==> src/rtl/cuPkg.sv <==
////////////////////////////////////////
// Control unit package
// Microinstruction, condition and instruction types
////////////////////////////////////////
package cuPkg;

	// Microprogram address width, 32 states
	localparam int stateW = 5;

	typedef logic [stateW-1:0] state_t;

	// Condition select codes in the sequencing field
	localparam logic [1:0] condMoc = 2'd0;
	localparam logic [1:0] condBranch = 2'd1;
	localparam logic [1:0] condZero = 2'd2;
	localparam logic [1:0] condAlways = 2'd3;

	// Instruction classes by op field
	localparam logic [1:0] opBranch = 2'd0;
	localparam logic [1:0] opCall = 2'd1;
	localparam logic [1:0] opArith = 2'd2;
	localparam logic [1:0] opMem = 2'd3;

	// Datapath control word
	typedef struct packed {
		// Register loads and memory strobes
		logic mov;
		logic rw;
		logic marLd;
		logic mdrLd;
		logic irLd;
		logic pcLd;
		logic npcLd;
		logic rfLd;
		logic frLd;
		// Carry in and mux selects
		logic cin;
		logic ma;
		logic mc;
		logic me;
		logic mf;
		logic mg;
		// Memory side strobes, raised in fetch only
		logic mh;
		logic mi;
		logic [1:0] mb;
		logic [1:0] md;
		logic [5:0] aluOp;
	} dpCtrl_t;

	// Next-address modes, codes 0, 1 and 6 fall back to state 0
	typedef enum logic [2:0] {
		selJump = 3'd2,
		selInc = 3'd3,
		selDispatch = 3'd4,
		selCondInc = 3'd5,
		selCondDispatch = 3'd7
	} nextSel_t;

	typedef struct packed {
		nextSel_t nextSel;
		logic inv;
		logic [1:0] condSel;
		state_t target;
	} seqCtrl_t;

	typedef struct packed {
		dpCtrl_t dp;
		seqCtrl_t seq;
	} microInstr_t;

	// Reset word, holds the sequencer in state 0
	localparam microInstr_t idleMicroInstr = '{
		dp: '0,
		seq: '{nextSel: selJump, inv: 1'b0, condSel: condMoc, target: '0}
	};

	typedef struct packed {
		logic moc;
		logic branchCond;
		logic zeroFlag;
	} seqCond_t;

	typedef struct packed {
		logic [1:0] op;
		logic [5:0] op3;
		logic immBit;
		logic setCc;
	} instrFields_t;

endpackage

==> src/rtl/dispatchEncoder.sv <==
////////////////////////////////////////
// Dispatch encoder
// Instruction class to first microprogram state
////////////////////////////////////////
module dispatchEncoder (
	input cuPkg::instrFields_t instr,
	output cuPkg::state_t dispatchState
);

	always_comb
	begin
		case (instr.op)
			cuPkg::opBranch:
				dispatchState = 5'd12;
			cuPkg::opCall:
				dispatchState = 5'd10;
			cuPkg::opArith:
			begin
				// Register or immediate operand, with or without flag update
				if (instr.immBit)
					dispatchState = instr.setCc ? 5'd8 : 5'd7;
				else
					dispatchState = instr.setCc ? 5'd6 : 5'd5;
			end
			cuPkg::opMem:
			begin
				// op3 bit 2 splits stores from loads
				if (instr.op3[2])
					dispatchState = 5'd20;
				else
					dispatchState = 5'd16;
			end
			default:
				dispatchState = '0;
		endcase
	end

endmodule

==> src/rtl/microSequencer.sv <==
////////////////////////////////////////
// Microsequencer
// State register and next-address select
////////////////////////////////////////
module microSequencer (
	input logic clk,
	input logic rstN,
	input cuPkg::seqCtrl_t seq,
	input cuPkg::seqCond_t cond,
	input cuPkg::state_t dispatchState,
	output cuPkg::state_t nextState,
	output cuPkg::state_t state
);

	logic condSelected;
	logic condTrue;
	cuPkg::state_t incState;

	always_comb
	begin
		case (seq.condSel)
			cuPkg::condMoc:
				condSelected = cond.moc;
			cuPkg::condBranch:
				condSelected = cond.branchCond;
			cuPkg::condZero:
				condSelected = cond.zeroFlag;
			default:
				condSelected = 1'b1;
		endcase
	end

	// Invert bit lets a state wait while moc is still low
	assign condTrue = condSelected ^ seq.inv;
	assign incState = state + cuPkg::state_t'(1);

	always_comb
	begin
		case (seq.nextSel)
			cuPkg::selInc:
				nextState = incState;
			cuPkg::selJump:
				nextState = seq.target;
			cuPkg::selDispatch:
				nextState = dispatchState;
			cuPkg::selCondInc:
				nextState = condTrue ? seq.target : incState;
			cuPkg::selCondDispatch:
				nextState = condTrue ? seq.target : dispatchState;
			default:
				nextState = '0;
		endcase
	end

	always_ff @(posedge clk)
	begin
		if (!rstN)
			state <= '0;
		else
			state <= nextState;
	end

endmodule

==> src/rtl/microstore.sv <==
////////////////////////////////////////
// Microstore
// 32-row microprogram with registered output
////////////////////////////////////////
module microstore (
	input logic clk,
	input logic rstN,
	input cuPkg::state_t nextState,
	output cuPkg::dpCtrl_t ctrl,
	output cuPkg::seqCtrl_t seq
);

	cuPkg::microInstr_t romRow;
	cuPkg::microInstr_t current;

	// Packs one row, loads and selects in struct order
	function automatic cuPkg::microInstr_t uRow(
		input logic [8:0] loads,
		input logic [7:0] sels,
		input logic [1:0] mb,
		input logic [1:0] md,
		input logic [5:0] aluOp,
		input cuPkg::nextSel_t sel,
		input logic inv,
		input logic [1:0] condSel,
		input cuPkg::state_t target
	);
		return {loads, sels, mb, md, aluOp, sel, inv, condSel, target};
	endfunction

	always_comb
	begin
		case (nextState)
			// Fetch
			5'd0: romRow = uRow(9'b000001101, 8'b00000000, 2'b00, 2'b10, 6'h02,
				cuPkg::selInc, 1'b0, cuPkg::condMoc, 5'd0);
			5'd1: romRow = uRow(9'b011001000, 8'b00010010, 2'b11, 2'b01, 6'h3a,
				cuPkg::selInc, 1'b0, cuPkg::condMoc, 5'd1);
			5'd2: romRow = uRow(9'b110000000, 8'b00010000, 2'b11, 2'b01, 6'h3a,
				cuPkg::selInc, 1'b0, cuPkg::condMoc, 5'd0);
			5'd3: romRow = uRow(9'b110010000, 8'b00010001, 2'b11, 2'b01, 6'h3a,
				cuPkg::selCondInc, 1'b1, cuPkg::condMoc, 5'd3);
			5'd4: romRow = uRow(9'b010000100, 8'b00000000, 2'b11, 2'b01, 6'h3a,
				cuPkg::selDispatch, 1'b0, cuPkg::condBranch, 5'd1);
			// ALU, register and immediate forms
			5'd5: romRow = uRow(9'b010000010, 8'b00100000, 2'b00, 2'b00, 6'h00,
				cuPkg::selJump, 1'b0, cuPkg::condMoc, 5'd1);
			5'd6: romRow = uRow(9'b000000011, 8'b00100000, 2'b00, 2'b00, 6'h00,
				cuPkg::selJump, 1'b0, cuPkg::condMoc, 5'd1);
			5'd7: romRow = uRow(9'b000000010, 8'b00100000, 2'b01, 2'b00, 6'h00,
				cuPkg::selJump, 1'b0, cuPkg::condMoc, 5'd1);
			5'd8: romRow = uRow(9'b000000011, 8'b00100000, 2'b01, 2'b00, 6'h00,
				cuPkg::selJump, 1'b0, cuPkg::condMoc, 5'd1);
			5'd9: romRow = uRow(9'b000000010, 8'b00000000, 2'b00, 2'b11, 6'h25,
				cuPkg::selJump, 1'b0, cuPkg::condMoc, 5'd1);
			// Call
			5'd10: romRow = uRow(9'b000001010, 8'b00010100, 2'b11, 2'b00, 6'h02,
				cuPkg::selInc, 1'b0, cuPkg::condMoc, 5'd0);
			5'd11: romRow = uRow(9'b000000100, 8'b00000000, 2'b11, 2'b00, 6'h38,
				cuPkg::selJump, 1'b0, cuPkg::condMoc, 5'd1);
			// Branch, taken path on zero flag
			5'd12: romRow = uRow(9'b000000010, 8'b00000000, 2'b11, 2'b00, 6'h02,
				cuPkg::selInc, 1'b0, cuPkg::condMoc, 5'd0);
			5'd13: romRow = uRow(9'b000001000, 8'b00010000, 2'b00, 2'b00, 6'h00,
				cuPkg::selCondInc, 1'b0, cuPkg::condZero, 5'd15);
			5'd14: romRow = uRow(9'b000000100, 8'b00100000, 2'b00, 2'b00, 6'h00,
				cuPkg::selJump, 1'b0, cuPkg::condMoc, 5'd1);
			5'd15: romRow = uRow(9'b000000100, 8'b00100000, 2'b01, 2'b00, 6'h00,
				cuPkg::selJump, 1'b0, cuPkg::condMoc, 5'd1);
			// Load, 17 and 18 shared with store
			5'd16: romRow = uRow(9'b011000000, 8'b00000000, 2'b00, 2'b00, 6'h00,
				cuPkg::selInc, 1'b0, cuPkg::condMoc, 5'd0);
			5'd17: romRow = uRow(9'b110000000, 8'b00000000, 2'b10, 2'b00, 6'h00,
				cuPkg::selInc, 1'b0, cuPkg::condMoc, 5'd17);
			5'd18: romRow = uRow(9'b110100000, 8'b00000000, 2'b10, 2'b00, 6'h00,
				cuPkg::selCondInc, 1'b1, cuPkg::condMoc, 5'd18);
			5'd19: romRow = uRow(9'b010000010, 8'b00000000, 2'b10, 2'b00, 6'h0a,
				cuPkg::selJump, 1'b0, cuPkg::condMoc, 5'd1);
			// Store
			5'd20: romRow = uRow(9'b011000000, 8'b00000000, 2'b01, 2'b00, 6'h00,
				cuPkg::selJump, 1'b0, cuPkg::condMoc, 5'd17);
			5'd21: romRow = uRow(9'b001000000, 8'b01000000, 2'b00, 2'b00, 6'h00,
				cuPkg::selInc, 1'b0, cuPkg::condMoc, 5'd0);
			5'd22: romRow = uRow(9'b000100000, 8'b01000000, 2'b00, 2'b00, 6'h00,
				cuPkg::selInc, 1'b0, cuPkg::condMoc, 5'd0);
			5'd23: romRow = uRow(9'b000000000, 8'b01000000, 2'b00, 2'b00, 6'h00,
				cuPkg::selCondDispatch, 1'b1, cuPkg::condMoc, 5'd23);
			5'd24: romRow = uRow(9'b001000000, 8'b01001000, 2'b00, 2'b00, 6'h00,
				cuPkg::selJump, 1'b0, cuPkg::condMoc, 5'd22);
			// Always-true inverted, so 25 just falls through
			5'd25: romRow = uRow(9'b000000100, 8'b00000000, 2'b01, 2'b00, 6'h3f,
				cuPkg::selCondInc, 1'b1, cuPkg::condAlways, 5'd27);
			5'd26: romRow = uRow(9'b000000000, 8'b00001000, 2'b01, 2'b00, 6'h3f,
				cuPkg::selJump, 1'b0, cuPkg::condMoc, 5'd17);
			5'd27: romRow = uRow(9'b000000000, 8'b00000000, 2'b00, 2'b00, 6'h00,
				cuPkg::selCondInc, 1'b1, cuPkg::condMoc, 5'd30);
			5'd28: romRow = uRow(9'b000001000, 8'b00000000, 2'b11, 2'b01, 6'h3e,
				cuPkg::selInc, 1'b0, cuPkg::condMoc, 5'd0);
			5'd29: romRow = uRow(9'b000000100, 8'b00000000, 2'b11, 2'b01, 6'h3c,
				cuPkg::selJump, 1'b0, cuPkg::condMoc, 5'd1);
			5'd30: romRow = uRow(9'b000001100, 8'b00010000, 2'b11, 2'b01, 6'h3e,
				cuPkg::selJump, 1'b0, cuPkg::condMoc, 5'd1);
			// State 31 undefined, zero row sends the sequencer to 0
			default: romRow = '0;
		endcase
	end

	always_ff @(posedge clk)
	begin
		if (!rstN)
			current <= cuPkg::idleMicroInstr;
		else
			current <= romRow;
	end

	assign ctrl = current.dp;
	assign seq = current.seq;

endmodule

==> src/rtl/controlUnit.sv <==
////////////////////////////////////////
// Control unit top
// Encoder, sequencer and microstore
////////////////////////////////////////
module controlUnit (
	input logic clk,
	input logic rstN,
	input cuPkg::instrFields_t instr,
	input cuPkg::seqCond_t cond,
	output cuPkg::dpCtrl_t ctrl,
	output cuPkg::state_t state
);

	cuPkg::state_t dispatchState;
	cuPkg::state_t nextState;
	cuPkg::seqCtrl_t seq;

	dispatchEncoder i_dispatchEncoder (
		.instr(instr),
		.dispatchState(dispatchState)
	);

	microSequencer i_microSequencer (
		.clk(clk),
		.rstN(rstN),
		.seq(seq),
		.cond(cond),
		.dispatchState(dispatchState),
		.nextState(nextState),
		.state(state)
	);

	// Row for nextState lands with the state it belongs to
	microstore i_microstore (
		.clk(clk),
		.rstN(rstN),
		.nextState(nextState),
		.ctrl(ctrl),
		.seq(seq)
	);

endmodule

==> config.mk <==
export PLATFORM = sky130hd
export DESIGN_NAME = controlUnit
export DESIGN_NICKNAME = d
export VERILOG_FILES = /design/src/rtl/cuPkg.sv /design/src/rtl/dispatchEncoder.sv /design/src/rtl/microSequencer.sv /design/src/rtl/microstore.sv /design/src/rtl/controlUnit.sv
export SDC_FILE = /design/constraint.sdc
export NUM_CORES = 1
export LEC_CHECK = 0
export BUFFER_PORTS_ARGS = -buffer_cell sky130_fd_sc_hd__buf_2
export CAP_MARGIN = 20
export CORE_MARGIN = 2
export CORE_UTILIZATION = 50
export CTS_CLUSTER_DIAMETER = 80
export DETAILED_ROUTE_END_ITERATION = 16
export PLACE_DENSITY_LB_ADDON = 0.3
export SLEW_MARGIN = 20
export SYNTH_ARGS = -nofsm -noshare
export SYNTH_HDL_FRONTEND = slang
export SYNTH_SLANG_ARGS = --single-unit
==> constraint.sdc <==
create_clock -name clk -period 4 [get_ports clk]
set_input_delay 0.8 -clock clk [delete_from_list [all_inputs] [get_ports clk]]
set_output_delay 0.8 -clock clk [all_outputs]
set_load 0.05 [all_outputs]
==> results of run 1 <==
==> path summary, 6_finish.rpt <==
kind | endpoint | slack, ps | cells past startpoint
worst max-delay path | i_microstore.ctrl[8]$_SDFF_PN0_ | 650 | 11
worst min-delay path | i_microSequencer.state[0]$_SDFF_PN0_ | 830 | 5
worst max register to register | i_microstore.ctrl[8]$_SDFF_PN0_ | 770 | 10
worst min register to register | i_microSequencer.state[0]$_SDFF_PN0_ | 830 | 5
==> Yosys cell counts (all sizes together), types with 5 or more instances <==
cell type	number	area share
clkbuf	6	0.0093
nand2	32	0.054
buf	15	0.041
a31oi	6	0.018
inv	12	0.019
nor2	21	0.035
o211ai	10	0.033
nand3	14	0.031
dfxtp	41	0.34
o21ai	13	0.027
mux2i	9	0.037
and3	7	0.018
nor3	10	0.023
a21oi	12	0.025
a211oi	5	0.022
ha	11	0.057
==> metrics by stage <==
stage,setup WS (ps),hold WS [ps],utilization,instance area (µm²)
2_1_floorplan,430.0,696.9,-,2416
3_3_place_gp,420.3,807.6,0.5587,2621
3_5_place_dp,410.0,816.2,0.5587,2621
4_1_cts,689.6,834.5,0.5835,2738
5_1_grt,477.2,851.7,0.5835,2738
6_report,648.9,830.4,0.5835,2738
==> metal layers <==
layer / vias to the layer above / GRT usage / share of wire
met5: - / 0 / 0
met1: 1090 / 0.3254 / 0.44
met3: 14 / 0.06310 / 0.084
met4: 0 / 0.1152 / 0.018
li1: 1109 / - / -
met2: 98 / 0.3810 / 0.46
==> report_power, final <==
| part | leakage [nW] | switching (mW) | internal, mW |
|---|---|---|---|
| Sequential | 0.336 | 0.0756 | 0.528 |
| Combinational | 0.815 | 1.16 | 0.545 |
| Clock | 0.0585 | 0.142 | 0.203 |
| Total | 1.21 | 1.37 | 1.28 |
==> logic make-up after synthesis <==
family | count (synthesis)
XOR/XNOR | 5
other | 1
buffers and inverters | 33
AO/OA/AOI/OAI | 84
AND/OR/NAND/NOR | 101
multiplexers | 10
flip-flops | 41
adder cells (fa/ha/maj) | 11
==> state kept, by name (all words and copies together) (netlist names) <==
register	cells
i_microSequencer.state	5
i_microstore.ctrl	25
i_microstore.seq	11
==> cell type report <==
cell class | count | share of cell area
inverter | 12 | 0.01645
tap | 54 | 0.02468
timing repair buffer | 48 | 0.09506
multi-input combinational | 212 | 0.5215
clock inverter | 1 | 0.01097
sequential | 41 | 0.2998
clock buffer | 7 | 0.03154
==> worst reg2reg max path: cells and delay by family, from the launching register on <==
family,cells,cell delay (ps)
buf+inv,1,170
compound gates,7,1520
fa+ha+maj,1,320
simple gates,1,480
flops,1,580
==> cell usage in the layout, fill, tap and decap left out, types with 4 or more instances in the layout <==
cell and n:
o21ai_0 12, buf_4 8, dfxtp_1 41, a2bb2oi_1 4, clkbuf_8 6, nand3_1 13
mux2i_1 9, a21oi_1 12, inv_1 11, a31oi_1 5, o2111ai_1 4, and3_1 7
o211ai_1 9, nor2_1 19, ha_1 11, buf_2 40, nand2_1 30, nor3_1 9
==> impl_metrics.csv, run 1 <==
group,metric,value,unit
critical_path,cpPeakStageDelay,350,ps
place,hpwl,4499,µm
critical_path,cpLargestDelayFamily,"compound AO/OA/AOI/OAI gates",
synth,ys_seq_elements,41,
status,status,"finished, final reports clean",
die,die_y,73.52,µm
clock_tree,cts_hold_buf,0,
clock_tree,clock_latency,300,ps
die,rows,25,
synth,ys_warn_count,0,
routing,final_antenna_net_count,0,
global_routing,grt_usage,0.2479,
die,ioPinCount,47,
worst_hold_path,min_path_type,"flip-flop to flip-flop",
synth,yosysSeqAreaShare,0.3397,
routing,avgViaCountPerCell,6.163,
critical_path,critPathLaunchType,"primary input",
clock_tree,cts_made_buffers,5,
final_layout,layout.nets,346,
synth,synth_xor_area_frac,0.02123,
clock_tree,cts_buffer_depth,2,
timing,fin_skew,9.105,ps
critical_path,critical_path.max_fanout,6,
die,core_area,0.004692,mm²
routing,wirelength,6269,µm
die,die_width,73.52,µm
timing,tns,0,ps
synth,synthMuxAreaShare,0.04195,
timing,rsz0062_at_grt,"no",
critical_path,cp.required,4150,ps
critical_path,timing_worst_setup_path_type,"primary input to flip-flop",
synth,synth_ff_type,"dfxtp_1",
critical_path,rr_startpoint,"i_microstore.seq[9]$_SDFF_PN1_",
clock_tree,ctsResizeCount,0,
final_layout,drive_gt1_frac,0.2336,
run,cap_violations,0,
synth,synth_top_family_by_area,"compound AO/OA/AOI/OAI gates",
synth,syn_nets,312,
global_routing,grt_antenna_before_repair,0,
final_layout,multi_input_area,0.001428,mm²
timing,worst_pin_slew,609.7,ps
final_layout,instances_no_fill,375,
synth,synth-simple-area-share,0.2077,
timing,period_share,0.8378,
synth,async_flop_share,0,
critical_path,cp-end-kind,"flip-flop",
synth,netlist_instances,286,
synth,synth-compound-area-share,0.2615,
routing,drtPass1Iterations,4,
global_routing,grt_max_degree,19,
worst_hold_path,min-delay-start,"i_microstore.seq[0]$_SDFF_PN0_",
timing,finalSetupViolCount,0,
synth,synth-adder-area-share,0.05697,
clock_tree,cts_setup_buffers,0,
clock_tree,cts_tree,"yes",
critical_path,crit_chain,"buf_2 > or3_1 > nand3_1 > o21ai_0 > o21a_1 > a211oi_2 > inv_1 > ha_1 > o2111ai_1 > a21boi_0 > o221ai_1",
power,p_total,2.650,mW
routing,drt_iter0_drc,249,
clock_tree,clock-sinks,41,
critical_path,critical_path_buf_inv_count,2,
routing,post_drt_wl_per_cell,16.72,µm
synth,yosysUniqueCellTypes,64,
critical_path,slowest_stage,"or3_1",
synth,synth_edf_count,0,
timing,slew_violations,0,
critical_path,arrival,3500,ps
timing,max_freq,298.4,MHz
timing,min_period,3351,ps
final_layout,antenna_cells,0,
final_layout,seq_area,820.8,µm²
final_layout,fillers,451,
clock_tree,clkTransAtPathRegs,70,ps
power,p_leak,1.210,nW
global_routing,grt_overflow,0,
global_routing,grt_pass1_wl,10390,µm
place,dp.cells,367,
clock_tree,root_buffer,"clkbuf_8",
synth,synth_area,0.002416,mm²
die,die_area,0.005404,mm²
routing,vias,2311,
place,gp_congestion,0.9684,
routing,drc_errors,0,
power,peakVddDrop,0.4328,mV
clock_tree,htreeDepth,2,
place,port_buffers,40,
die,start_util,0.5149,
global_routing,grt_pass1_vias,2177,
power,powerDensity,967.9,mW/mm²
critical_path,cp-startpoint,"cond[1]",
timing,hold_violations,0,
final_layout,area_delta_synth_final,13.31,%
synth,avgSynthCellArea,8.448,µm²
timing,maxSlewHeadroom,0.5936,
Note: power is estimated with default switching activity, not from simulation.
==> run 2, diff against run 1 <==
Settings changed: ABC_AREA from default to 1, CORE_UTILIZATION 50 to 49.
Clock period 4 ns to 2.85 ns, I/O delays scaled along.
==> run 2 against run 1 <==
Against the previous run: clock skew decreased by 2.7 ps; synthesized cell count increased by 14%; global-route usage decreased by 2.7 points; non-clock buffer count unchanged; sequential share of layout area increased by 0.89 points; die area down 3.9%.
==> impl_metrics.csv, run 2 <==
group,metric,value,unit
clock_tree,cts_made_buffers,5,
timing,finalSetupViolCount,0,
timing,tns,0,ps
timing,max_freq,429.2,MHz
place,dp.cells,416,
synth,yosysUniqueCellTypes,32,
status,status,"finished, final reports clean",
final_layout,final_common_cell,"nand2_1",
critical_path,crit_chain,"buf_2 > nand3b_2 > nand2_2 > nand2_2 > nand3_2 > nand3_1 > nand3_1 > inv_1 > ha_1 > inv_1 > nor2_1 > nand2_1 > nand2_1 > nand2_1 > nand2_1",
worst_hold_path,min_path_type,"primary input to flip-flop",
critical_path,cpPeakStageDelay,330,ps
routing,vias,2199,
routing,post_drt_wl_per_cell,12.71,µm
place,port_buffers,40,
routing,drc_errors,0,
critical_path,critical_path.max_fanout,6,
global_routing,grt_usage,0.2204,
final_layout,layout.nets,397,
final_layout,layout_common_cells,"nand2_1 (110), dfxtp_1 (41), buf_2 (40)",
critical_path,cp.required,3100,ps
synth,yosysMostFrequentCell,"nand2_1",
timing,holdWs,575.4,ps
die,die_y,72.06,µm
worst_hold_path,whs_endpoint,"i_microSequencer.state[0]$_SDFF_PN0_",
timing,hold_violations,0,
timing,fin_skew,6.428,ps
timing,period_share,0.8174,
critical_path,r2r_cells,13,
synth,avgSynthCellArea,6.962,µm²
clock_tree,cts_tree,"yes",
die,ioPinCount,47,
critical_path,cp-startpoint,"cond[1]",
timing,slew_violations,0,
clock_tree,cts_buffer_depth,2,
final_layout,fillers,424,
synth,synth_ff_type,"dfxtp_1",
final_layout,instances_no_fill,424,
final_layout,area_delta_synth_final,17.14,%
final_layout,antenna_cells,0,
synth,netlist_instances,326,
routing,wirelength,5387,µm
critical_path,cp-end-kind,"flip-flop",
critical_path,cpMostUsedCell,"nand2_1",
clock_tree,clkTransAtPathRegs,80,ps
run,cap_violations,0,
routing,avgViaCountPerCell,5.186,
critical_path,slowest_stage,"ha_1",
place,gp_congestion,0.9304,
synth,yosysTopAreaCell,"dfxtp_1",
timing,min_period,2330,ps
critical_path,reg2reg_to,"i_microstore.ctrl[4]$_SDFF_PN0_",
clock_tree,clock-sinks,41,
power,powerDensity,699.1,mW/mm²
clock_tree,htreeDepth,2,
critical_path,arrival,2580,ps
final_layout,largest_reg_flops,25,
critical_path,rr_startpoint,"i_microstore.seq[10]$_SDFF_PN0_",
synth,synth_area,0.002270,mm²
worst_hold_path,min_path_cells,3,
critical_path,cpLargestDelayFamily,"simple AND/OR/NAND/NOR gates",
worst_hold_path,min-delay-start,"rstN",
clock_tree,root_buffer,"clkbuf_8",
critical_path,critPathLaunchType,"primary input",
critical_path,critical_path_buf_inv_count,3,
place,dpl_cell_area,0.002525,mm²
synth,async_flop_share,0,
timing,rsz0062_at_grt,"no",
synth,synth_edf_count,0,
synth,synthTopCellsByCount,"nand2_1 (110), dfxtp_1 (41), nand3_1 (36)",
critical_path,worst-r2r-setup-slack,600,ps
synth,ys_seq_elements,41,
global_routing,grt_pass1_vias,1958,
final_layout,drive_gt1_frac,0.2366,
routing,drt_iter0_drc,135,
die,die_area,0.005193,mm²
critical_path,timing_worst_setup_path_type,"primary input to flip-flop",
synth,yosysSeqAreaShare,0.3616,
place,hpwl,4072,µm
global_routing,grt_max_degree,21,
power,peakVddDrop,0.4032,mV
synth,syn_nets,352,
die,rows,24,
die,core_area,0.004414,mm²
clock_tree,cts_hold_buf,0,
die,start_util,0.5142,
global_routing,grt_pass1_wl,8928,µm
synth,synth.top_cells.by_area,"dfxtp_1 (36%), nand2_1 (18%), nand3_1 (7.9%)",
clock_tree,clock_latency,300,ps
routing,drtPass1Iterations,4,
global_routing,grt_overflow,0,
clock_tree,ctsResizeCount,0,
power,p_leak,1.515,nW
global_routing,grt_antenna_before_repair,0,
routing,final_antenna_net_count,0,
final_layout,design_area,0.002659,mm²
synth,synth_top_area_share,0.3616,
clock_tree,cts_setup_buffers,0,
die,die_width,72.06,µm
synth,ys_warn_count,0,
[run 2: layout make-up]
class,count,area (µm²),share of cell area
flip-flops and latches,41,820.8,0.3087
inverters,38,145.1,0.05459
multi-input cells,237,1234,0.4640
repair buffers,48,260.3,0.09788
clock inverters,3,65.06,0.02447
clock buffers,5,68.82,0.02588
well taps,52,65.06,0.02447
[run 2: routing by layer]
layer  vias up  wire length (µm)  track usage
met3        12               339      0.04861
met1       991              2542       0.2997
met4         0               117      0.07757
met5         -                 0            0
met2        70              2387       0.3456
li1       1126                 -            -
[run 2: cells by family (layout without fill, tap and decap cells)]
logic type | after synthesis | count (layout) | share of synthesized area
XOR/XNOR | 3 | 3 | 0.01158
flip-flops | 41 | 41 | 0.3616
AND/OR/NAND/NOR | 195 | 195 | 0.4041
other | 1 | 1 | 0.001652
AO/OA/AOI/OAI | 27 | 27 | 0.06560
buffers and inverters | 48 | 94 | 0.09482
adder cells (fa/ha/maj) | 11 | 11 | 0.06064
[run 2: how the worst max path moves through the flow]
stage | cells past startpoint | slack [ps] | endpoint
3_5_place_dp | 15 | 250 | i_microstore.ctrl[4]$_SDFF_PN0_
4_1_cts | 15 | 540 | i_microstore.ctrl[4]$_SDFF_PN0_
6_report | 15 | 520 | i_microstore.ctrl[4]$_SDFF_PN0_
3_3_place_gp | 15 | 260 | i_microstore.ctrl[4]$_SDFF_PN0_
5_1_grt | 17 | 310 | i_microstore.ctrl[9]$_SDFF_PN0_
2_1_floorplan | 15 | 460 | i_microstore.ctrl[8]$_SDFF_PN0_
[run 2: worst register-to-register path, delay by kind of cell (launching register included)]
kind,cells,cell delay [ps]
compound gates,1,280
fa+ha+maj,1,330
buf+inv,3,280
flops,1,340
simple gates,8,980
[run 2: per-stage QoR]
step	utilization	total power, mW	setup slack [ps]
2_1_floorplan	-	1.161	457.9
3_3_place_gp	0.5720	1.311	258.5
3_5_place_dp	0.5720	1.315	247.3
4_1_cts	0.6023	1.861	537.7
5_1_grt	0.6023	1.953	305.9
6_report	0.6023	1.859	520.3
[run 2: power breakdown]
group          switching (mW)  internal, mW  leakage (nW)
registers              0.0190         0.637         0.336
clock network           0.202         0.348        0.0681
logic                   0.483         0.170          1.11
total                   0.704          1.15          1.52
